`config.mk`:
```
export PLATFORM = sky130hd
export DESIGN_NAME = gain_stage
export DESIGN_NICKNAME = d
export VERILOG_FILES = /design/src/source/ddc_pkg.sv /design/src/source/gain_stage.sv
export SDC_FILE = /design/constraint.sdc
export NUM_CORES = 2
export LEC_CHECK = 0
export BUFFER_PORTS_ARGS = -buffer_cell sky130_fd_sc_hd__buf_2
export CAP_MARGIN = 40
export CORE_MARGIN = 2
export CORE_UTILIZATION = 56
export DETAILED_ROUTE_END_ITERATION = 6
export PLACE_DENSITY = 0.73
export SLEW_MARGIN = 15
export SYNTH_ARGS = -nofsm -noshare
export SYNTH_HDL_FRONTEND = slang
export SYNTH_SLANG_ARGS = --single-unit
```
`constraint.sdc`:
```
create_clock -name clk -period 10.1 [get_ports clk]
set_input_delay 2.02 -clock clk [delete_from_list [all_inputs] [get_ports clk]]
set_output_delay 2.02 -clock clk [all_outputs]
set_load 0.005 [all_outputs]
```
`src/source/ddc_pkg.sv`:
```
`default_nettype none

package ddc_pkg;

  localparam int SAMPLE_W      = 24;  // internal sample width
  localparam int CORDIC_W      = 25;  // one guard bit for the rotation
  localparam int PHASE_W       = 32;
  localparam int ANGLE_W       = 24;  // top bits of the phase
  localparam int CORDIC_STAGES = 20;
  localparam int SCALE_W       = 18;
  localparam int OUT_W         = 16;
  localparam int RATE_W        = 8;
  localparam int CIC_ORDER     = 4;

  // upper bound on samples between input accept and fifo write
  localparam int PIPE_DEPTH = CORDIC_STAGES + 8;

  localparam logic [7:0] SR_FREQ  = 8'd0;
  localparam logic [7:0] SR_SCALE = 8'd1;
  localparam logic [7:0] SR_DECIM = 8'd2;
  localparam logic [7:0] SR_MUX   = 8'd3;

  // atan(2^-k), a full turn is 2^ANGLE_W
  localparam logic [ANGLE_W-1:0] CORDIC_ANGLES [CORDIC_STAGES] = '{
    24'd2097152, 24'd1238021, 24'd654136,  24'd332050,
    24'd166669,  24'd83416,   24'd41718,   24'd20860,
    24'd10430,   24'd5215,    24'd2608,    24'd1304,
    24'd652,     24'd326,     24'd163,     24'd81,
    24'd41,      24'd20,      24'd10,      24'd5
  };

  typedef struct packed {
    logic signed [SAMPLE_W-1:0] i;
    logic signed [SAMPLE_W-1:0] q;
    logic                       last;
  } iq_stage_t;

  typedef struct packed {
    logic [PHASE_W-1:0]        phase_inc;
    logic signed [SCALE_W-1:0] scale;
    logic [RATE_W-1:0]         cic_rate;   // applied rate, not the last one written
    logic                      swap_iq;
    logic                      real_mode;
    logic                      rate_stb;   // one cycle when cic_rate changes
  } ddc_config_t;

endpackage

`default_nettype wire

```
`src/source/gain_stage.sv`:
```
`timescale 1ns/1ns
`default_nettype none

module gain_stage (
  input  logic                               clk,
  input  logic                               reset,
  input  logic                               i_clear,
  input  ddc_pkg::iq_stage_t                 i_stage,
  input  logic                               i_stb,
  input  logic signed [ddc_pkg::SCALE_W-1:0] i_scale,
  output logic [31:0]                        o_data,
  output logic                               o_last,
  output logic                               o_stb
);

  localparam int SW       = ddc_pkg::SAMPLE_W;
  localparam int OW       = ddc_pkg::OUT_W;
  localparam int PROD_W   = SW + 1 + ddc_pkg::SCALE_W;  // 43 bit product
  localparam int KEEP_LSB = 14;                          // scale 2^14 is unity
  localparam int KEEP_W   = PROD_W - KEEP_LSB;

  logic signed [PROD_W-1:0] prod_i;
  logic signed [PROD_W-1:0] prod_q;
  logic signed [SW-1:0]     clip_i;
  logic signed [SW-1:0]     clip_q;
  logic [2:0]               stb_d;
  logic [2:0]               last_d;

  function automatic logic signed [SW-1:0] sat(input logic signed [KEEP_W-1:0] v);
    if (v[KEEP_W-1:SW-1] == {(KEEP_W-SW+1){v[KEEP_W-1]}}) begin
      return v[SW-1:0];
    end
    return v[KEEP_W-1] ? {1'b1, {(SW-1){1'b0}}} : {1'b0, {(SW-1){1'b1}}};
  endfunction

  // round half up, only the positive side can overflow
  function automatic logic [OW-1:0] round_sat(input logic signed [SW-1:0] v);
    logic signed [SW:0] s;
    s = {v[SW-1], v} + (SW+1)'(1 << (SW - OW - 1));
    if (s[SW] != s[SW-1]) begin
      return {1'b0, {(OW-1){1'b1}}};
    end
    return s[SW-1 -: OW];
  endfunction

  always_ff @(posedge clk) begin
    prod_i <= PROD_W'(i_stage.i) * PROD_W'(i_scale);
    prod_q <= PROD_W'(i_stage.q) * PROD_W'(i_scale);
    clip_i <= sat(prod_i[PROD_W-1:KEEP_LSB]);
    clip_q <= sat(prod_q[PROD_W-1:KEEP_LSB]);
    o_data <= {round_sat(clip_i), round_sat(clip_q)};  // I above Q
    if (reset || i_clear) begin
      stb_d  <= '0;
      last_d <= '0;
    end else begin
      stb_d  <= {stb_d[1:0], i_stb};
      last_d <= {last_d[1:0], i_stage.last};
    end
  end

  assign o_stb  = stb_d[2];
  assign o_last = last_d[2];

endmodule

`default_nettype wire

```
==> reports/results.tsv <==
metric	value	unit
slew_headroom	43.5	%
coreArea	0.0579	mm2
grt_pass1_wl	128000	um
clk_latency	0.45	ns
drtPass1Iterations	5	
tightestPinTransition	0.847	ns
syn_area	0.0329	mm2
layout_setup_ws	1.79	ns
status	complete, no violations	
slew_viol_final	0	
cap_violations	0	
avgSynthCellArea	9.14	um2
synth_top_area_cell	fa_1	
holdWs	0.400	ns
grt_max_degree	42	
fin_skew	0.00967	ns
synthCells	3599	
gp_congestion	0.860	
syn2layout_area_growth	5.15	%
dieWidth	246	um
pre_cts_ws	1.41	ns
netlist.area_leader.share	51.6	%
yosysMostFrequentCell	inv_1	
synth_top_family_by_area	adder cells	
rsz0062_at_grt	false	
worstPathArrival	8.68	ns
drt-initial-drc-count	1218	
async_reset_ff_share	0	%
cts_tree	done	
ys_warn_count	0	
grt_use_total	26.9	%
path_class	input pin to register	
yosys.area_share.simple	14.7	%
post-cts-setup-buffers	0	
crit_fanout	30	
hpwl	60600	um
ios	105	
drtAntennaViolNets	0	
numCtsBuffers	17	
yosysSeqAreaShare	6.94	%
die_h	246	um
tns	0	ns
synthTopCellsByArea	fa_1 (52%), inv_1 (11%), ha_1 (7.7%), dfxtp_1 (6.9%), nand2_1 (6.6%)	
initial_core_util	56.8	%
synth_edf_count	0	
postCtsHoldBufs	0	
required	10.47	ns
max_freq	0.120	GHz
synthMuxAreaShare	0	%
dpl_cell_area	0.0339	mm2
clock-sinks	114	
fin_crit_sh	82.3	%
design_area	0.0346	mm2
finalSetupViolCount	0	
routed_wl	75300	um
num_rows	88	
cts_root_buf	clkbuf_16	
cts.path.max_buffers	2	
syn_nets	4720	
setup.worst_path.start_class	input pin	
nets	4695	
synthTopCellsByCount	inv_1 (979), fa_1 (848), nand2_1 (577)	
synth_seq_cells	114	
io_buffers	104	
antenna_found_initial	10	
synth_ff_type	dfxtp_1	
post_drt_wl_per_cell	17.3	um
first_global_vias	25300	
drc_errors	0	
synth_cell_type_count	57	
htree_levels	4	
dr_total_vias	23100	
grt-ovfl-total	0	
synth_xor_area_share	2.40	%
drive_gt1_share	4.91	%
hold_viol	0	
vias_per_cell	5.30	
synth_fa_ha_area_share	59.3	%
finalCriticalPeriod	8.31	ns
cts_resized	0	
cp-end-kind	register	
die_area	0.0607	mm2
synth_compound_gate_area_share	3.49	%
hold_path.class	register to register	
path_clk_slew	0.06	ns
==> registers in the layout, indices dropped and copies added (netlist names) <==
| name | flops |
|---|---|
| prod_q | 21 |
| clip_q | 17 |
| stb_d | 3 |
| prod_i | 21 |
| last_d | 3 |
| o_data | 32 |
| clip_i | 17 |
==> cells in the final DEF, fill, tap and decap left out, drive strengths merged, types with 6 or more instances in the layout <==
| master | n |
|---|---|
| a31oi | 14 |
| clkbuf | 17 |
| fa | 848 |
| inv | 981 |
| nand4 | 16 |
| nand2b | 12 |
| o31ai | 7 |
| and2 | 300 |
| nand2 | 577 |
| nor2 | 63 |
| xnor2 | 62 |
| nor3 | 8 |
| clkinv | 10 |
| ha | 202 |
| xor2 | 28 |
| dfxtp | 114 |
| buf | 129 |
| and4 | 6 |
| o21ai | 26 |
| a21oi | 44 |
| and3 | 8 |
| a21o | 46 |
| nand3 | 17 |
==> metrics by stage <==
step                      std cells  util (%)
final                          4356      59.7
after CTS                      4350      59.6
after floorplan                3599         -
after global routing           4356      59.7
after detailed placement       4318      58.6
after global placement         4311      58.4
==> per-layer routing <==
layer,part of all wire [%],track usage (%),wire length [um]
met5,0.094,0,71
met4,3.4,10.1,2590
met3,5.6,3.59,4240
met2,51,46.5,38300
met1,40,34.7,30100
==> logic make-up (layout without fill, tap and decap cells) <==
group,after synthesis,in the layout
buffers and inverters,1153,1141
adders and majority gates,1050,1050
and+or+nand+nor,1024,1024
AOI/OAI and AO/OA,168,168
DFF,114,114
xor gates and xnor gates,90,90
other,0,4
==> path summary, 6_finish.rpt <==
kind                            from                    to  slack (ns)  depth (start not counted)
setup reg to reg   clip_q[9]$_DFF_P_  o_data[2]$_SDFF_PP1_        7.95                          7
hold reg to reg   prod_i[41]$_DFF_P_    clip_i[23]$_DFF_P_        0.40                          0
setup / recovery          i_scale[4]    prod_q[41]$_DFF_P_        1.79                         19
hold / removal    prod_i[41]$_DFF_P_    clip_i[23]$_DFF_P_        0.40                          0
==> area by class of cell <==
type | count | area, um2
antenna | 4 | 10.0
clock buffer | 17 | 425
clock inverter | 15 | 160
fill | 5084 | 23300
inverter | 980 | 3680
multi-input combinational | 2332 | 26300
sequential | 114 | 2280
tap | 765 | 957
timing repair buffer | 129 | 791
==> worst max-delay path, stage by stage <==
cell and delay, ns:
buf_2 0.56, buf_4 0.36, nand2_1 0.12, inv_1 0.09, fa_1 0.52, fa_1 0.95, fa_1 0.54, fa_1 0.56
fa_1 0.43, fa_1 0.45, ha_1 0.39, a21o_1 0.19, a21oi_1 0.20, nand2b_1 0.15, o2111ai_1 0.16, a221o_1 0.37
a31o_2 0.29, a21oi_2 0.14, xnor2_1 0.13
Power is not shown: default switching activity piles up to over one toggle a cycle in this logic, so the estimate is an artifact.
