--- config.mk ---
export PLATFORM = sky130hd
export DESIGN_NAME = cordic_mixer
export DESIGN_NICKNAME = d
export VERILOG_FILES = /design/src/source/ddc_pkg.sv /design/src/source/cordic_mixer.sv
export SDC_FILE = /design/constraint.sdc
export NUM_CORES = 2
export LEC_CHECK = 0
export BUFFER_PORTS_ARGS = -buffer_cell sky130_fd_sc_hd__buf_4
export CAP_MARGIN = 10
export CORE_AREA = 2 2 495 497
export DETAILED_ROUTE_END_ITERATION = 16
export DIE_AREA = 0 0 497 499
export GPL_ROUTABILITY_DRIVEN = 0
export SYNTH_ARGS = -nofsm -noshare
export SYNTH_HDL_FRONTEND = slang
export SYNTH_SLANG_ARGS = --single-unit
--- constraint.sdc ---
create_clock -name clk -period 5.6 [get_ports clk]
set_input_delay 0.56 -clock clk [delete_from_list [all_inputs] [get_ports clk]]
set_output_delay 0.56 -clock clk [all_outputs]
set_load 0.1 [all_outputs]
--- src/source/ddc_pkg.sv ---
`default_nettype none

package ddc_pkg;

  localparam int SAMPLE_W      = 24;  // internal sample width
  localparam int CORDIC_W      = 25;  // one guard bit for the rotation
  localparam int PHASE_W       = 32;
  localparam int ANGLE_W       = 24;  // top bits of the phase
  localparam int CORDIC_STAGES = 20;
  localparam int SCALE_W       = 18;
  localparam int OUT_W         = 16;
  localparam int RATE_W        = 8;
  localparam int CIC_ORDER     = 4;

  // upper bound on samples between input accept and fifo write
  localparam int PIPE_DEPTH = CORDIC_STAGES + 8;

  localparam logic [7:0] SR_FREQ  = 8'd0;
  localparam logic [7:0] SR_SCALE = 8'd1;
  localparam logic [7:0] SR_DECIM = 8'd2;
  localparam logic [7:0] SR_MUX   = 8'd3;

  // atan(2^-k), a full turn is 2^ANGLE_W
  localparam logic [ANGLE_W-1:0] CORDIC_ANGLES [CORDIC_STAGES] = '{
    24'd2097152, 24'd1238021, 24'd654136,  24'd332050,
    24'd166669,  24'd83416,   24'd41718,   24'd20860,
    24'd10430,   24'd5215,    24'd2608,    24'd1304,
    24'd652,     24'd326,     24'd163,     24'd81,
    24'd41,      24'd20,      24'd10,      24'd5
  };

  typedef struct packed {
    logic signed [SAMPLE_W-1:0] i;
    logic signed [SAMPLE_W-1:0] q;
    logic                       last;
  } iq_stage_t;

  typedef struct packed {
    logic [PHASE_W-1:0]        phase_inc;
    logic signed [SCALE_W-1:0] scale;
    logic [RATE_W-1:0]         cic_rate;   // applied rate, not the last one written
    logic                      swap_iq;
    logic                      real_mode;
    logic                      rate_stb;   // one cycle when cic_rate changes
  } ddc_config_t;

endpackage

`default_nettype wire

--- src/source/cordic_mixer.sv ---
`timescale 1ns/1ns
`default_nettype none

module cordic_mixer (
  input  logic                        clk,
  input  logic                        reset,
  input  logic                        i_clear,
  input  ddc_pkg::iq_stage_t          i_stage,
  input  logic                        i_stb,
  input  logic [ddc_pkg::ANGLE_W-1:0] i_phase,
  output ddc_pkg::iq_stage_t          o_stage,
  output logic                        o_stb
);

  localparam int N  = ddc_pkg::CORDIC_STAGES;
  localparam int CW = ddc_pkg::CORDIC_W;
  localparam int SW = ddc_pkg::SAMPLE_W;

  logic signed [CW-1:0]              xi;
  logic signed [CW-1:0]              yi;
  logic signed [CW-1:0]              x [N+1];
  logic signed [CW-1:0]              y [N+1];
  logic signed [ddc_pkg::ANGLE_W-1:0] z [N];  // residual angle
  logic [N:0]                        stb_pipe;
  logic [N:0]                        last_pipe;

  function automatic logic signed [SW-1:0] clip(input logic signed [CW-1:0] v);
    if (v[CW-1:SW-1] == {(CW-SW+1){v[CW-1]}}) begin
      return v[SW-1:0];
    end
    return v[CW-1] ? {1'b1, {(SW-1){1'b0}}} : {1'b0, {(SW-1){1'b1}}};
  endfunction

  assign xi = CW'(i_stage.i);
  assign yi = CW'(i_stage.q);

  // quadrant pre-rotation leaves less than 90 degrees for the iterations
  always_ff @(posedge clk) begin
    case (i_phase[ddc_pkg::ANGLE_W-1 -: 2])
      2'b00: begin
        x[0] <= xi;
        y[0] <= yi;
      end
      2'b01: begin
        x[0] <= -yi;
        y[0] <= xi;
      end
      2'b10: begin
        x[0] <= -xi;
        y[0] <= -yi;
      end
      default: begin
        x[0] <= yi;
        y[0] <= -xi;
      end
    endcase
    z[0] <= {2'b00, i_phase[ddc_pkg::ANGLE_W-3:0]};
  end

  for (genvar k = 0; k < N; k++) begin : g_iter
    always_ff @(posedge clk) begin
      if (z[k] >= 0) begin
        x[k+1] <= x[k] - (y[k] >>> k);
        y[k+1] <= y[k] + (x[k] >>> k);
      end else begin
        x[k+1] <= x[k] + (y[k] >>> k);
        y[k+1] <= y[k] - (x[k] >>> k);
      end
    end
    if (k < N - 1) begin : g_angle
      always_ff @(posedge clk) begin
        if (z[k] >= 0) begin
          z[k+1] <= z[k] - $signed(ddc_pkg::CORDIC_ANGLES[k]);
        end else begin
          z[k+1] <= z[k] + $signed(ddc_pkg::CORDIC_ANGLES[k]);
        end
      end
    end
  end

  always_ff @(posedge clk) begin
    o_stage.i <= clip(x[N]);  // still carries the ~1.647 CORDIC gain
    o_stage.q <= clip(y[N]);
    if (reset || i_clear) begin
      stb_pipe     <= '0;
      last_pipe    <= '0;
      o_stb        <= 1'b0;
      o_stage.last <= 1'b0;
    end else begin
      stb_pipe     <= {stb_pipe[N-1:0], i_stb};
      last_pipe    <= {last_pipe[N-1:0], i_stage.last};
      o_stb        <= stb_pipe[N];
      o_stage.last <= last_pipe[N];
    end
  end

endmodule

`default_nettype wire

==> metrics.yaml <==
hold_path:
  min_to: "x[0][16]"
  whs_path_depth: 3
  worstHoldStart: "i_stage[17]"
  worstHoldPathType: "input pin to register"
floorplan:
  initial_core_util_pct: 44.9
  die_y_um: 499
  fp.dieW_um: 497
  pin_count: 127
  rows: 181
  core_area_um2: 243000
  die_area_um2: 248000
grt:
  antenna_found_initial: 4
  grt.overflow.total: 0
  grt_pass1_wl_um: 450000
  grt_pass1_vias: 87686
  grt_usage_pct: 21.8
  grt_max_degree: 80
layout:
  syn_to_final_growth_pct: 10.8
  fillCellCount: 22710
  fin_nets: 14421
  drive_above_1_share_pct: 5.43
timing:
  fmax_mhz: 198
  rsz0062_at_grt: "false"
  maxSlewViolCount: 0
  relSlewSlack_pct: 31.4
  tightestPinTransition_ns: 1.02
  setup_violations: 0
  tns_ns: 0
  finalHoldViolations: 0
  finClkSkew_ns: 0.0774
  fin_crit_sh_pct: 90.3
  min_period_ns: 5.06
yosys:
  synth_nets: 14174
  synth_area_leaders: "dfxtp_1 29%, ha_1 16%, xnor2_1 9.5%, a21oi_1 4.8%, xor2_1 4.1%"
  yosysTopAreaCellShare_pct: 29.3
  synth-main-ff-cell: "dfxtp_1"
  synth.avg_cell_area_um2: 8.61
  synth_commonest_cells: "1594 x dfxtp_1, 1400 x ha_1, 1186 x xnor2_1"
  ys_ff_latch: 1594
  syn_inst: 12639
  synth_top_cell_by_area: "dfxtp_1"
  synth-seq-area-share_pct: 29.3
  yosys_warnings: 0
  synth_edf_count: 0
  synthDistinctLibCells: 103
  syn-cell-area_um2: 109000
  synth_most_common_cell: "dfxtp_1"
  async_reset_ff_share_pct: 0
critical_path:
  critPathMaxFanout: 19
  critPathLaunchType: "register"
  worst-r2r-cell-count: 21
  cp-end-kind: "register"
  cp.arrival_ns: 5.76
  reg2reg_setup_slack_ns: 0.54
  r2r_end: "x[1][149]"
  required_ns: 6.31
  r2r-start: "z[12][23]"
  crit_type: "register to register"
cts:
  cts_max_level: 4
  post_cts_buffers: 0
  clock_sinks: 1594
  tritoncts: "done"
  cts-root-buf: "clkbuf_16"
  insertion_delay_ns: 0.86
  cts.path.max_buffers: 3
  clk_pin_slew_worst_paths_ns: 0.06
  ctsResizeCount: 0
  numCtsBuffers: 182
  holdBufCountCts: 39
drt:
  vias_per_cell: 5.57
  drc: 0
  wl_um: 280000
  dr.pass1.iters: 6
  vias: 90514
  wire_per_inst_um: 17.2
  drtIter0Drc: 4837
  ant_nets: 0
run_status:
  status: "complete, no violations"
job:
  cap_violations: 0
placement:
  port_buffers: 126
  hpwlAfterDp_um: 227000
## stage by stage
step	cells	utilization, %	setup slack (ns)	instance area (µm²)	hold WS [ns]
floorplan	12639	-	1.07	109000	0.310
global placement	15865	46.9	0.649	114000	0.313
detailed placement	15865	46.9	0.542	114000	0.314
CTS	16242	49.7	0.508	121000	0.00348
global route	16243	49.7	0.0770	121000	0.0240
finish	16244	49.7	0.544	121000	0.0631
## sequential cells by signal, indices dropped and copies added (netlist names)
name / count
stb_pipe: 21
o_stb: 1
z: 453
last_pipe: 21
o_stage: 49
y: 525
x: 524
## routing by layer
metal | vias up | GRT usage (%) | part of all wire [%]
li1 | 45759 | - | -
met1 | 42320 | 25.9 | 43
met2 | 1878 | 39.2 | 49
met3 | 557 | 2.58 | 3.7
met4 | 0 | 9.42 | 4.5
met5 | - | 0 | 0
## kinds of logic (layout without fill, tap and decap cells)
| kind of cell | count (synthesis) | in the layout | share of synthesized area [%] |
|---|---|---|---|
| AOI/OAI and AO/OA | 3395 | 3395 | 20.0 |
| xor gates and xnor gates | 1702 | 1702 | 13.7 |
| adders and majority gates | 1469 | 1469 | 17.3 |
| buffers and inverters | 826 | 1227 | 2.88 |
| DFF | 1594 | 1594 | 29.3 |
| muxes | 60 | 60 | 0.758 |
| other | 0 | 2 | 0 |
| and+or+nand+nor | 3593 | 3593 | 16.1 |
## cell type report
cell class	count	area, µm²	area share (%)
multi-input cells	10219	73800	61.2
flip-flops and latches	1594	31900	26.5
repair buffers	234	1850	1.54
diodes	2	5.00	0.00415
clock buffers	238	5150	4.27
inverters	655	2460	2.04
clock inverters	100	1370	1.13
well taps	3202	4010	3.32
## worst max path at each step
stage	from	end	slack, ns	depth (start not counted)
global placement	z[11][23]	x[1][121]	0.65	19
detailed placement	z[11][23]	x[1][121]	0.54	19
finish	z[12][23]	x[1][149]	0.54	21
floorplan	z[3][23]	y[0][124]	1.07	21
global route	z[15][23]	y[2][23]	0.08	18
CTS	z[12][23]	x[1][149]	0.51	21
## placed cells by master (no fill, tap or decap), types with 103 or more instances in the layout
master     count
a21o_1       387
a21oi_1     1037
a31oi_1      103
and3_1       117
buf_4        195
clkbuf_16    185
dfxtp_1     1594
ha_1        1400
inv_1        643
nand2_1      824
nand2b_1     189
nand3_1      232
nor2_1      1000
nor2b_1      214
nor3_1       357
nor4_1       128
o21a_1       214
o21ai_0      660
o21bai_1     122
o31ai_1      172
or3_1        125
xnor2_1     1186
xor2_1       514
## worst max-delay path, cell delays in order, from the launching register on
cell and delay, ns:
dfxtp_1 0.31, inv_1 0.11, ha_1 0.15, nor4b_1 0.32
nand4_1 0.16, nor2_1 0.20, nor2_2 0.07, inv_1 0.24
buf_4 0.31, nor2_1 0.08, xnor2_1 0.13, ha_1 0.33
nor2b_1 0.14, o21ai_1 0.17, a21boi_1 0.16, o31ai_2 0.38
a41oi_1 0.20, or2_1 0.29, o311a_1 0.33, a311o_1 0.39
o31ai_1 0.30, xnor2_1 0.12
Power is not shown: default switching activity piles up to over one toggle a cycle in this logic, so the estimate is an artifact.
