===== config.mk =====
export PLATFORM = sky130hd
export DESIGN_NAME = cic_decimator
export DESIGN_NICKNAME = d
export VERILOG_FILES = /design/src/source/ddc_pkg.sv /design/src/source/cic_decimator.sv
export SDC_FILE = /design/constraint.sdc
export NUM_CORES = 2
export LEC_CHECK = 0
export ABC_AREA = 1
export BUFFER_PORTS_ARGS = -buffer_cell sky130_fd_sc_hd__buf_2
export CAP_MARGIN = 10
export CORE_ASPECT_RATIO = 1.75
export CORE_MARGIN = 4
export CORE_UTILIZATION = 48
export DETAILED_ROUTE_END_ITERATION = 8
export PLACE_DENSITY = 0.61
export SLEW_MARGIN = 15
export SYNTH_ARGS = -nofsm -noshare
export SYNTH_HDL_FRONTEND = slang
export SYNTH_SLANG_ARGS = --single-unit

===== constraint.sdc =====
create_clock -name clk -period 22 [get_ports clk]
set_input_delay 1.1 -clock clk [delete_from_list [all_inputs] [get_ports clk]]
set_output_delay 1.1 -clock clk [all_outputs]
set_load 0.005 [all_outputs]

===== src/source/ddc_pkg.sv =====
`default_nettype none

package ddc_pkg;

  localparam int SAMPLE_W      = 24;  // internal sample width
  localparam int CORDIC_W      = 25;  // one guard bit for the rotation
  localparam int PHASE_W       = 32;
  localparam int ANGLE_W       = 24;  // top bits of the phase
  localparam int CORDIC_STAGES = 20;
  localparam int SCALE_W       = 18;
  localparam int OUT_W         = 16;
  localparam int RATE_W        = 8;
  localparam int CIC_ORDER     = 4;

  // upper bound on samples between input accept and fifo write
  localparam int PIPE_DEPTH = CORDIC_STAGES + 8;

  localparam logic [7:0] SR_FREQ  = 8'd0;
  localparam logic [7:0] SR_SCALE = 8'd1;
  localparam logic [7:0] SR_DECIM = 8'd2;
  localparam logic [7:0] SR_MUX   = 8'd3;

  // atan(2^-k), a full turn is 2^ANGLE_W
  localparam logic [ANGLE_W-1:0] CORDIC_ANGLES [CORDIC_STAGES] = '{
    24'd2097152, 24'd1238021, 24'd654136,  24'd332050,
    24'd166669,  24'd83416,   24'd41718,   24'd20860,
    24'd10430,   24'd5215,    24'd2608,    24'd1304,
    24'd652,     24'd326,     24'd163,     24'd81,
    24'd41,      24'd20,      24'd10,      24'd5
  };

  typedef struct packed {
    logic signed [SAMPLE_W-1:0] i;
    logic signed [SAMPLE_W-1:0] q;
    logic                       last;
  } iq_stage_t;

  typedef struct packed {
    logic [PHASE_W-1:0]        phase_inc;
    logic signed [SCALE_W-1:0] scale;
    logic [RATE_W-1:0]         cic_rate;   // applied rate, not the last one written
    logic                      swap_iq;
    logic                      real_mode;
    logic                      rate_stb;   // one cycle when cic_rate changes
  } ddc_config_t;

endpackage

`default_nettype wire


===== src/source/cic_decimator.sv =====
`timescale 1ns/1ns
`default_nettype none

module cic_decimator #(
  parameter int CIC_MAX_DECIM = 255
) (
  input  logic                       clk,
  input  logic                       reset,
  input  logic                       i_clear,
  input  ddc_pkg::iq_stage_t         i_stage,
  input  logic                       i_stb,
  input  logic [ddc_pkg::RATE_W-1:0] i_rate,
  input  logic                       i_rate_stb,
  output ddc_pkg::iq_stage_t         o_stage,
  output logic                       o_stb
);

  localparam int ORD     = ddc_pkg::CIC_ORDER;
  localparam int RW      = ddc_pkg::RATE_W;
  localparam int ACC_W   = ddc_pkg::SAMPLE_W + ORD * $clog2(CIC_MAX_DECIM + 1);  // full growth
  localparam int SHIFT_W = $clog2(ORD * RW + 1);

  logic signed [ACC_W-1:0] sample_in [2];  // index 0 is I, 1 is Q
  logic signed [ACC_W-1:0] integ [2][ORD];
  logic signed [ACC_W-1:0] comb_dly [2][ORD];
  logic signed [ACC_W-1:0] comb [2][ORD+1];
  logic signed [ACC_W-1:0] norm [2];
  logic [RW-1:0]           count;
  logic [SHIFT_W-1:0]      shift;
  logic                    dec_stb;
  logic                    dec_last;
  logic                    last_acc;  // last seen in the current group

  // DC gain is rate^ORD and is undone exactly for powers of two
  function automatic logic [SHIFT_W-1:0] norm_shift(input logic [RW-1:0] rate);
    logic [RW-1:0]      span;
    logic [SHIFT_W-1:0] bits;
    span = rate - 1'b1;
    bits = '0;
    for (int b = 0; b < RW; b++) begin
      if (span[b]) begin
        bits = SHIFT_W'(b + 1);
      end
    end
    return SHIFT_W'(ORD) * bits;
  endfunction

  assign shift        = norm_shift(i_rate);
  assign sample_in[0] = ACC_W'(i_stage.i);
  assign sample_in[1] = ACC_W'(i_stage.q);

  // comb result goes straight to the gain stage
  assign o_stage = '{i: norm[0][ddc_pkg::SAMPLE_W-1:0], q: norm[1][ddc_pkg::SAMPLE_W-1:0],
                     last: dec_last};
  assign o_stb   = dec_stb;

  always_comb begin
    for (int c = 0; c < 2; c++) begin
      comb[c][0] = integ[c][ORD-1];
      for (int k = 0; k < ORD; k++) begin
        comb[c][k+1] = comb[c][k] - comb_dly[c][k];
      end
      norm[c] = comb[c][ORD] >>> shift;
    end
  end

  // integrators wrap; the combs recover the result modulo 2^ACC_W
  always_ff @(posedge clk) begin
    if (reset || i_clear) begin
      for (int c = 0; c < 2; c++) begin
        for (int k = 0; k < ORD; k++) begin
          integ[c][k]    <= '0;
          comb_dly[c][k] <= '0;
        end
      end
    end else begin
      for (int c = 0; c < 2; c++) begin
        if (i_stb) begin
          integ[c][0] <= integ[c][0] + sample_in[c];
          for (int k = 1; k < ORD; k++) begin
            integ[c][k] <= integ[c][k] + integ[c][k-1];
          end
        end
        if (dec_stb) begin
          for (int k = 0; k < ORD; k++) begin
            comb_dly[c][k] <= comb[c][k];
          end
        end
      end
    end
  end

  always_ff @(posedge clk) begin
    if (reset || i_clear) begin
      count    <= '0;
      dec_stb  <= 1'b0;
      dec_last <= 1'b0;
      last_acc <= 1'b0;
    end else begin
      dec_stb <= 1'b0;
      if (i_rate_stb) begin
        count    <= '0;  // restart decimation phase
        last_acc <= 1'b0;
      end else if (i_stb) begin
        if (count >= i_rate - 1'b1) begin
          count    <= '0;
          dec_stb  <= 1'b1;
          dec_last <= last_acc | i_stage.last;
          last_acc <= 1'b0;
        end else begin
          count    <= count + 1'b1;
          last_acc <= last_acc | i_stage.last;
        end
      end
    end
  end

endmodule

`default_nettype wire


==> out/results.tsv <==
metric	value	unit
fmax	82.0	MHz
Main synth FF type	edfxtp_1	
Mean Syn Cell Area	7.10	µm²
Clock Path Buffers	3	
Worst R2R End	comb_dly[1][55]	
Core ar.	185000	µm²
die area	193000	µm²
max-cap check violation count	0	
Via density	5.50	
I/O pin cnt	112	
drt first pass iters	6	
P_leak	45.0	nW
Iter 0 DRT Violations	4500	
Max stage delay on crit path	800	ps
total CTS buffers	98	
Post-synth ARST share	0	
initial core utilization	0.482	
initial antenna violation count	2	
DP Cell Count	15000	
#FFs+latches synth	907	
total negative setup slack	0	ps
Worst Hold Launch	last_acc	
Max stage delay cell, worst path	nor4_1	
RSZ-0062 raised after global routing	no	
clk_skew	36.9	ps
Seq/Total Area, Yosys	0.304	
Design Area, Final	95900	µm²
layout cell share with drive strength beyond 1	0.0393	
Max VDD drop	0.000113	V
gr usage total	0.279	
crit-path most repeated cell	nand2_1	
CTS root buf	clkbuf_16	
Min Hold Slack	489	ps
post-place instance area	92500	µm²
total gr overflow	0	
pre-CTS setup slack	10750	ps
Crit. End Element	output pin	
clock period minus worst slack	12200	ps
Routed Antenna Nets	0	
largest net degree at the start of global routing	188	
Reg2Reg Depth	30	
# DRC	0	
r2r setup slk	13370	ps
status	finished, final reports clean	
r2r startpoint	integ[1][34]	
GP Congestion	1.05	
DP Wirelength	226000	µm
Post-Synthesis Cells	12600	
Clock Latency Late Sink	740	ps
# nets final	13600	
Area Overhead vs Synth	7.40	%
Final Non-Filler Cells	15200	
max_slew headroom	0.252	
Min-Delay Path Class	reg2reg	
Worst EP required	20900	ps
first-pass GRT wire length	433000	µm
Slew @ Worst Pin	1120	ps
Hold Fails Final Rpt	0	
Setup-failing EPs final	0	
worst-path maximum fanout	6	
hold depth	2	
CTS tree	built	
Setup crit start kind	flop	
power per cell area	152	nW/µm²
FP Rows	209	
CTS H-Tree Depth	3	
chip width	334	µm
# port buffers	111	
Yosys warnings	0	
Tcrit/Tclk final	0.555	
Die Y	578	µm
via count	83400	
vias in the first global route	84400	
Avg WL per Cell	18.3	µm
routed wire length	277000	µm
kind of critical path	reg2out	
synthesized cell area	89300	µm²
Sink Count	907	
clk slew on worst S/H paths	60	ps
syn nets	13500	
fin. max-slew vios	0	
Post-CTS Hold Fix Bufs	0	
Yosys cell types	87	
post-CTS sizing	0	
hold path endpoint	last_acc	
CP arrival	11100	ps
final setup margin	9800	ps
EDFF count, synth	896	
Post-CTS Setup Bufs	0	
==> logic make-up after synthesis <==
kind of cell             Yosys count  share of synthesized area
buffers and inverters           2444                      0.104
AND/OR/NAND/NOR                 4478                      0.206
XOR/XNOR                         386                     0.0382
AO/OA/AOI/OAI                   3447                      0.219
flip-flops                       907                      0.304
adder cells (fa/ha/maj)          907                      0.128
multiplexers                       3                   0.000336
==> where the power goes <==
part / internal (mW) / total (mW) / switching, mW / leakage [nW]
combinational: 3.34 / 10.8 / 7.45 / 33.0
sequential: 1.99 / 2.05 / 0.0610 / 10.3
clock: 1.00 / 1.77 / 0.770 / 1.62
==> flip-flops by register name (all words and copies together), names as in the netlist <==
| name | flops |
|---|---|
| o_stb | 1 |
| last_acc | 1 |
| dec_last | 1 |
| integ | 448 |
| count | 8 |
| comb_dly | 448 |
==> worst max-delay path by stage <==
stage                  from           to  slack [ps]  depth (start not counted)
3_5_place_dp    integ[0][5]  o_stage[43]       10750                         46
5_1_grt         integ[0][2]  o_stage[47]        9210                         48
4_1_cts         integ[0][5]  o_stage[43]        9890                         46
2_1_floorplan       i_clear  integ[0][0]       10240                          2
6_report        integ[0][5]  o_stage[43]        9800                         47
3_3_place_gp   integ[1][30]  o_stage[20]       10470                         47
==> per-stage QoR <==
stage	power (mW)	utilization
final	14.6	0.518
after global placement	12.7	0.499
after floorplan	9.27	-
after CTS	14.5	0.518
after detailed placement	12.7	0.499
after global routing	15.8	0.518
==> worst max-delay path: cells and delay by family, from the launching register on <==
| family | cells | cell delay (ps) |
|---|---|---|
| AND/OR/NAND/NOR | 18 | 3430 |
| buffers and inverters | 6 | 630 |
| flip-flops | 1 | 440 |
| XOR/XNOR | 4 | 1080 |
| AO/OA/AOI/OAI | 15 | 3110 |
| adder cells (fa/ha/maj) | 4 | 1620 |
==> cell type report <==
class / instances / area [µm²]
Tap cell: 2426 / 3040
Antenna cell: 1 / 2.50
Clock inverter: 68 / 853
Fill cell: 18800 / 89300
Sequential cell: 907 / 27100
Multi-Input combinational cell: 9221 / 52900
Timing Repair Buffer: 136 / 793
Inverter: 2295 / 8620
Clock buffer: 114 / 2530
==> Yosys cell counts (6+ instances only) <==
master     instances  area share
a211oi_1          19      0.0016
a21boi_0          38      0.0032
a21boi_1          18      0.0015
a21boi_2           8      0.0010
a21o_1            94      0.0079
a21oi_1         1591       0.089
a21oi_2           31      0.0030
a221oi_1          29      0.0028
a31o_2            13      0.0013
a31oi_1          224       0.016
and3_1            25      0.0018
buf_2             29      0.0016
buf_4              8     0.00067
clkbuf_1         105      0.0044
dfxtp_1           11      0.0025
edfxtp_1         896        0.30
fa_1              16      0.0036
ha_1             891        0.12
inv_1           2279       0.096
inv_2             13     0.00055
nand2_1         2059       0.087
nand2_2           21      0.0015
nand3_1          456       0.026
nand3_2           18      0.0020
nand3b_1          16      0.0013
nand4_1           63      0.0044
nor2_1          1577       0.066
nor2_2             9     0.00063
nor2b_1           11     0.00077
nor3_1           100      0.0056
nor4_1            63      0.0044
o2111ai_1          6     0.00059
o211ai_1          58      0.0049
o21a_1           153       0.013
o21ai_0          888       0.050
o21ai_1           78      0.0044
o21ai_2           26      0.0026
o21bai_1          72      0.0061
o221a_2            6     0.00076
o221ai_1          39      0.0038
o31ai_1           15      0.0013
or2_1             11     0.00077
or2_2             24      0.0017
xnor2_1          103       0.010
xor2_1           281       0.028
==> cell usage in the layout, fill, tap and decap left out, types with 16 or more instances in the layout <==
| master | netlist | final |
|---|---|---|
| a21oi_2 | 31 | 31 |
| nor2_1 | 1577 | 1575 |
| edfxtp_1 | 896 | 896 |
| nor4_1 | 63 | 62 |
| nand3_1 | 456 | 456 |
| a21o_1 | 94 | 94 |
| fa_1 | 16 | 16 |
| xor2_1 | 281 | 281 |
| a21boi_0 | 38 | 38 |
| o21ai_1 | 78 | 78 |
| a31oi_1 | 224 | 224 |
| o21bai_1 | 72 | 72 |
| clkbuf_16 | 0 | 99 |
| inv_1 | 2279 | 2278 |
| a211oi_1 | 19 | 19 |
| a21boi_1 | 18 | 18 |
| ha_1 | 891 | 891 |
| o21ai_2 | 26 | 26 |
| a21oi_1 | 1591 | 1591 |
| nand2_2 | 21 | 21 |
| nand3_2 | 18 | 18 |
| o211ai_1 | 58 | 58 |
| a221oi_1 | 29 | 29 |
| o21ai_0 | 888 | 888 |
| buf_2 | 29 | 111 |
| o21a_1 | 153 | 153 |
| o221ai_1 | 39 | 39 |
| nor3_1 | 100 | 100 |
| and3_1 | 25 | 25 |
| buf_4 | 8 | 21 |
| nand3b_1 | 16 | 16 |
| nand4_1 | 63 | 63 |
| or2_2 | 24 | 23 |
| xnor2_1 | 103 | 103 |
| nand2_1 | 2059 | 2056 |
==> routing by layer <==
metal / up-vias / global-route usage / routed length, µm / part of all wire
li1: 42700 / - / - / -
met1: 38200 / 0.284 / 103000 / 0.37
met2: 1779 / 0.547 / 146000 / 0.53
met3: 760 / 0.0215 / 7930 / 0.029
met4: 2 / 0.175 / 20100 / 0.073
met5: - / 0 / 13 / 0.000047
(Power assumes the default switching activity.)
