===== src/source/ddc_pkg.sv =====
`default_nettype none

package ddc_pkg;

  localparam int SAMPLE_W      = 24;  // internal sample width
  localparam int CORDIC_W      = 25;  // one guard bit for the rotation
  localparam int PHASE_W       = 32;
  localparam int ANGLE_W       = 24;  // top bits of the phase
  localparam int CORDIC_STAGES = 20;
  localparam int SCALE_W       = 18;
  localparam int OUT_W         = 16;
  localparam int RATE_W        = 8;
  localparam int CIC_ORDER     = 4;

  // upper bound on samples between input accept and fifo write
  localparam int PIPE_DEPTH = CORDIC_STAGES + 8;

  localparam logic [7:0] SR_FREQ  = 8'd0;
  localparam logic [7:0] SR_SCALE = 8'd1;
  localparam logic [7:0] SR_DECIM = 8'd2;
  localparam logic [7:0] SR_MUX   = 8'd3;

  // atan(2^-k), a full turn is 2^ANGLE_W
  localparam logic [ANGLE_W-1:0] CORDIC_ANGLES [CORDIC_STAGES] = '{
    24'd2097152, 24'd1238021, 24'd654136,  24'd332050,
    24'd166669,  24'd83416,   24'd41718,   24'd20860,
    24'd10430,   24'd5215,    24'd2608,    24'd1304,
    24'd652,     24'd326,     24'd163,     24'd81,
    24'd41,      24'd20,      24'd10,      24'd5
  };

  typedef struct packed {
    logic signed [SAMPLE_W-1:0] i;
    logic signed [SAMPLE_W-1:0] q;
    logic                       last;
  } iq_stage_t;

  typedef struct packed {
    logic [PHASE_W-1:0]        phase_inc;
    logic signed [SCALE_W-1:0] scale;
    logic [RATE_W-1:0]         cic_rate;   // applied rate, not the last one written
    logic                      swap_iq;
    logic                      real_mode;
    logic                      rate_stb;   // one cycle when cic_rate changes
  } ddc_config_t;

endpackage

`default_nettype wire


===== src/source/sample_fifo.sv =====
`timescale 1ns/1ns
`default_nettype none

module sample_fifo #(
  parameter int FIFO_DEPTH = 16
) (
  input  logic        clk,
  input  logic        reset,
  input  logic        i_clear,
  input  logic [31:0] i_data,
  input  logic        i_last,
  input  logic        i_stb,
  input  logic        i_tready,
  output logic [31:0] o_tdata,
  output logic        o_tlast,
  output logic        o_tvalid,
  output logic        o_room
);

  // extra entries absorb whatever is still in the pipeline
  localparam int ENTRIES = FIFO_DEPTH + ddc_pkg::PIPE_DEPTH;
  localparam int PTR_W   = $clog2(ENTRIES);
  localparam int CNT_W   = $clog2(ENTRIES + 1);

  logic [32:0]      mem [ENTRIES];  // {last, data}
  logic [PTR_W-1:0] wr_ptr;
  logic [PTR_W-1:0] rd_ptr;
  logic [CNT_W-1:0] count;
  logic             pop;

  function automatic logic [PTR_W-1:0] next_ptr(input logic [PTR_W-1:0] p);
    return (p == PTR_W'(ENTRIES - 1)) ? '0 : p + 1'b1;
  endfunction

  assign pop      = o_tvalid && i_tready;
  assign o_tvalid = (count != '0);
  assign o_tdata  = mem[rd_ptr][31:0];
  assign o_tlast  = o_tvalid && mem[rd_ptr][32];
  assign o_room   = (CNT_W'(ENTRIES) - count) >= CNT_W'(ddc_pkg::PIPE_DEPTH);

  always_ff @(posedge clk) begin
    if (i_stb) begin
      mem[wr_ptr] <= {i_last, i_data};
    end
  end

  always_ff @(posedge clk) begin
    if (reset || i_clear) begin
      wr_ptr <= '0;
      rd_ptr <= '0;
      count  <= '0;
    end else begin
      if (i_stb) begin
        wr_ptr <= next_ptr(wr_ptr);
      end
      if (pop) begin
        rd_ptr <= next_ptr(rd_ptr);
      end
      case ({i_stb, pop})
        2'b10:   count <= count + 1'b1;
        2'b01:   count <= count - 1'b1;
        default: count <= count;
      endcase
    end
  end

endmodule

`default_nettype wire


===== config.mk =====
export PLATFORM = sky130hd
export DESIGN_NAME = sample_fifo
export DESIGN_NICKNAME = d
export VERILOG_FILES = /design/src/source/ddc_pkg.sv /design/src/source/sample_fifo.sv
export SDC_FILE = /design/constraint.sdc
export NUM_CORES = 1
export LEC_CHECK = 0
export ABC_AREA = 1
export BUFFER_PORTS_ARGS = -buffer_cell sky130_fd_sc_hd__buf_2
export CORE_AREA = 5 5 369 371
export CTS_BUF_LIST = sky130_fd_sc_hd__clkbuf_8
export CTS_CLUSTER_SIZE = 16
export DETAILED_ROUTE_END_ITERATION = 6
export DIE_AREA = 0 0 374 376
export SYNTH_ARGS = -nofsm -noshare
export SYNTH_HDL_FRONTEND = slang
export SYNTH_SLANG_ARGS = --single-unit

===== constraint.sdc =====
create_clock -name clk -period 6.4 [get_ports clk]
set_clock_uncertainty 0.2 [all_clocks]
set_input_delay 0.96 -clock clk [delete_from_list [all_inputs] [get_ports clk]]
set_output_delay 0.96 -clock clk [all_outputs]
set_load 0.01 [all_outputs]

==> results of run 1 <==
flip-flops by register name (all words and copies together) (netlist names), named ones only:
name / cells
mem: 1452
count: 6
rd_ptr: 6
wr_ptr: 6
cell families after synthesis:
logic type,Yosys count
buf+inv,391
flops,1476
xor+xnor,11
compound gates,461
fa+ha+maj,5
simple gates,2502
per-stage QoR:
step	total power [uW]	worst slack [ns]	util (%)
global placement	12200	1.815	46.26
CTS	19420	0.7495	49.39
detailed placement	12210	1.810	46.26
finish	19300	0.6218	49.41
floorplan	11680	1.161	-
global route	19990	0.5242	49.39
Yosys cell counts (3+ instances only):
| library cell | number |
|---|---|
| nor3_1 | 6 |
| nand2_1 | 1358 |
| clkbuf_1 | 117 |
| o21ai_1 | 37 |
| buf_6 | 25 |
| ha_1 | 5 |
| nand4_1 | 3 |
| xnor2_1 | 3 |
| o22ai_1 | 75 |
| dfxtp_1 | 24 |
| buf_4 | 28 |
| o221ai_1 | 23 |
| o211ai_1 | 42 |
| buf_1 | 44 |
| xor2_1 | 8 |
| o21ai_0 | 204 |
| edfxtp_1 | 1452 |
| a21oi_1 | 77 |
| nor2_1 | 265 |
| nand3_1 | 866 |
| inv_1 | 72 |
| buf_2 | 99 |
critical path, stage by stage (launching register included):
cell and delay (ns):
dfxtp_4 0.65, clkinv_16 0.47, buf_12 0.57, nand2_1 0.15
nand3_1 0.07, nand3_1 0.12, nand2_1 0.07, nand2_1 0.05
nand2_1 0.07, o211ai_1 0.56, nand2_1 0.31, buf_2 0.23
final timing paths:
path	from	to	slack [ns]
setup / recovery	flop	o_tdata[19]	0.62
hold / removal	reset	count[5]$_SDFFE_PP0P_	0.22
setup reg to reg	wr_ptr[4]$_SDFFE_PP0P_	mem[23][19]$_DFFE_PP_	3.06
hold reg to reg	rd_ptr[4]$_SDFFE_PP0N_	flop	0.28
area by class of cell:
class | count | area share [%]
Multi-Input combinational cell | 2979 | 20.73
Antenna cell | 8 | 0.03055
Tap cell | 1768 | 3.376
Clock inverter | 179 | 1.388
Timing Repair Buffer | 156 | 1.703
Sequential cell | 1476 | 67.30
Clock buffer | 236 | 4.957
Inverter | 77 | 0.5118
per-layer routing:
layer / GRT usage [%] / up-vias
met5: 0 / -
met4: 7.812 / 6
met3: 5.140 / 311
met2: 36.23 / 1630
met1: 31.76 / 19098
li1: - / 17492
report_power, final:
part | switching [uW] | internal, uW
logic | 1020 | 336
clock network | 3660 | 3610
registers | 22.4 | 10600
==> metrics, run 1 <==
grt ovf=0; xor-xnor portion of the synthesized cell area=0.1626%; DP Area=0.06134 mm2; via/cell ratio=5.602; row count=134; CP required=5.24 ns; clock slew at reported path FFs=0.07 ns; setup TNS=0 ns; post-synth cell types=31; postcts setup bufs=0; die extent in y=376 um; die area=0.1406 mm2; number of synthesized flops with an enable pin=1,452; CP Capture Type=primary output; Synth Area per Inst=12.23 um2; multi-input logic area=0.01358 mm2; sequential share of the synthesized area=74.41%; Die Span X=374 um; TritonCTS buffer count=227; Fmax=173.1 MHz; DRT iter0 DRCs=4,215; Relative slew margins=25.97%; hold-critical path depth=4; worst hold path type=in -> reg; Synth-to-Final Area Change=10.59%; port bufs=72; fin area=0.06552 mm2; Setup Viol. Count Final=0; largest family of logic cells by synthesized area=simple AND/OR/NAND/NOR gates; final hold vios=0; dominant cells by area after synthesis=edfxtp_1, nand2_1, nand3_1, o21ai_0, nor2_1; top_reg_cell synth=edfxtp_1; status=finished, final reports clean; Adder-Cell Fraction of Synth Area=0.1056%; Cell Pwr Density=294.5 mW/mm2; Max Buffers Root-to-Sink=3; compound-gate portion of the synthesized area=4.389%; Synth Cell Area=0.05925 mm2; ys async rst share=0%; Tmin final=5.778 ns; metal2 WL=76.48 mm; vias in the first global route=36.55k; Pins Over Slew Limit=0; post-route ant nets=0; Reg area=0.04410 mm2; post-route clock period utilization=90.28%; Post-Synth Simple-Gate Area=17.73%; clk root buf=clkbuf_8; commonest non-fill, non-tap cell in the layout=edfxtp_1; Clock Sinks=1,476; Fill cells=11.55k; Core ar.=0.1326 mm2; Resized Gates After CTS=0; via count=38.54k; crit path kind=reg -> out; Yosys top cell area share=73.60%; Leakage Power=0.02273 uW; Reg2Reg Depth=3; max layer used=met5; Mapped Nets=4,889; GP Congestion=0.7878; nets@finish=4,960; unrepaired setup endpoints after global routing=no; initial core utilization=44.67%; Metal-1 WL=69.77 mm; drt pass-1 iters=5; Synth Instances=4,846; IO Count=73; CTS Hold Bufs=0; hold_ws=0.2249 ns; Tot GR Track Use=22.96%; H-tree level count=4; CTS tree=yes; routed wire length per instance=24.07 um; maximum vdd drop=206.3 uV; dpl cells=6,456; pin count of the biggest net entering global routing=239; Clk Latency, worst-skew pair=0.91 ns; MaxCap Viol Count=0; CP Max Fanout=238; CP startpoint kind=flop; count of warnings emitted by yosys=0; cell taking the most area after synthesis=edfxtp_1; final non-filler cell total=6,879; DP Wirelength=82.69 mm; Routed Wire Length=165.6 mm; first-pass GRT wire length=241.7 mm; share of layout cells above drive strength 1=9.857%; met3 WL=14.51 mm; commonest cells after routing, fill and taps aside=edfxtp_1, nand2_1, nand3_1, clkbuf_8, nor2_1; #FFs+latches synth=1,476; initial antenna violation count=26; post-synthesis mux area share=0%; CP arrival=4.62 ns; drt drc=0; Slew @ Worst Pin=1.108 ns
(Power assumes the default switching activity.)
==> run 2, diff against run 1 <==
==> constraint.sdc (replaced) <==
create_clock -name clk -period 6.1 [get_ports clk]
set_clock_uncertainty 0.2 [all_clocks]
set_input_delay 0.915 -clock clk [delete_from_list [all_inputs] [get_ports clk]]
set_output_delay 0.915 -clock clk [all_outputs]
set_load 0.01 [all_outputs]
==> run 2 against run 1 <==
Cell count hardly changed. Via count about the same. Highest routed layer unchanged. Core utilization is 0.061 points lower. Non-clock buffer count increased by 3. Cell area fell by 0.12%. Clock-buffer cell count shrank 3. First-iteration DRC count fell by 4.5%. Sequential power rose by 5%. Worst hold slack worse by 0.017 ns. Wire length decreased by 0.60%. Global-route usage about the same. Clock power rose by 2%.
==> metrics, run 2 (synthesis results as in run 1) <==
Tmin final=5.363 ns; CP peak stage delay=0.69 ns; CP required=4.98 ns; hold-critical path depth=3; Cell Pwr Density=306.4 mW/mm2; Die Span X=374 um; MaxCap Viol Count=0; via count=38.51k; die extent in y=376 um; hold_ws=0.2076 ns; unrepaired setup endpoints after global routing=no; routed wire length per instance=23.94 um; critical path depth=11; setup TNS=0 ns; CP Max Fanout=151; Reg2Reg Depth=3; Routed Wire Length=164.6 mm; vias in the first global route=36.56k; drt drc=0; clk root buf=clkbuf_8; pin count of the biggest net entering global routing=258; Pins Over Slew Limit=0; Leakage Power=0.02279 uW; commonest non-fill, non-tap cell in the layout=edfxtp_1; most used cell, CP=nand2_1; final hold vios=0; Resized Gates After CTS=0; CP arrival=4.25 ns; IO Count=73; CP delay by family, top=buffers and inverters; status=finished, final reports clean; clock slew at reported path FFs=0.06 ns; initial core utilization=44.67%; Synth-to-Final Area Change=10.46%; TritonCTS buffer count=226; post-route ant nets=0; Max Buffers Root-to-Sink=3; CP startpoint kind=flop; Fill cells=11.52k; DRT iter0 DRCs=4,025; Clk Latency, worst-skew pair=0.88 ns; Tot GR Track Use=22.97%; Clock Sinks=1,476; crit path kind=reg -> out; drt pass-1 iters=6; CP cell instances=buf_12, buf_4, nand2_1, nand3_1, nand3_1, nand2_1, nand2_1, nand3_1, o211ai_1, nand2_1, buf_2; share of layout cells above drive strength 1=9.380%; initial antenna violation count=16; CP Capture Type=primary output; worst hold path type=in -> reg; post-route clock period utilization=87.91%; Setup Viol. Count Final=0; port bufs=72; max reg flops=1,452; commonest cells after routing, fill and taps aside=edfxtp_1, nand2_1, nand3_1, clkbuf_8, nor2_1; final non-filler cell total=6,873; nets@finish=4,962; die area=0.1406 mm2; grt ovf=0; fin area=0.06544 mm2; slowest CP cell=buf_4; H-tree level count=4; largest reg by FF count=mem; Core ar.=0.1326 mm2; postcts setup bufs=0; CTS Hold Bufs=0; row count=134; DP Wirelength=83.06 mm; DP Area=0.06139 mm2; CTS tree=yes; Slew @ Worst Pin=1.124 ns; maximum vdd drop=219.5 uV; via/cell ratio=5.603; Relative slew margins=24.89%; first-pass GRT wire length=241.7 mm; CP bufs+invs=3; Fmax=186.5 MHz; GP Congestion=0.8042; dpl cells=6,459
==> run 2: worst min-delay path, cell delays in order <==
cell and delay (ns):
buf_2 0.18, nand2_1 0.09, a21oi_1 0.05
==> run 2: power by group <==
part	leakage (uW)	internal, uW	switching, uW
registers	0.0133	11200	24.9
clock network	0.00238	3720	3720
logic	0.00714	355	1070
==> run 2: final timing paths <==
check                                             from                      to  slack [ns]
worst max register to register  wr_ptr[4]$_SDFFE_PP0P_   mem[20][19]$_DFFE_PP_        2.75
worst max-delay path                              flop             o_tdata[29]        0.74
worst min-delay path                             i_stb  wr_ptr[0]$_SDFFE_PP0P_        0.21
worst min register to register  rd_ptr[4]$_SDFFE_PP0N_                    flop        0.28
==> run 2: final cells by class <==
cell class	instances	area, um2	area share [%]
clock inverters	172	819.5	1.252
repair buffers	159	1164	1.778
diodes	9	22.52	0.03442
multi-input cells	2979	13580	20.75
clock buffers	233	3207	4.900
flip-flops and latches	1476	44100	67.39
well taps	1768	2212	3.380
inverters	77	335.3	0.5124
==> run 2: through the flow <==
stage          worst slack, ns  util, %  power, uW
2_1_floorplan           0.9063        -      12250
3_3_place_gp             1.686    46.29      12800
3_5_place_dp             1.698    46.29      12810
4_1_cts                 0.6817    49.33      20180
5_1_grt                 0.4516    49.33      20830
6_report                0.7372    49.34      20050
==> run 2: per-layer routing <==
layer	share of wire (%)	wire, um	track usage [%]
met1	42	69320	32.40
met4	2.5	4170	7.097
met2	47	77130	36.41
met5	0.0079	13	0
met3	8.5	13920	4.474
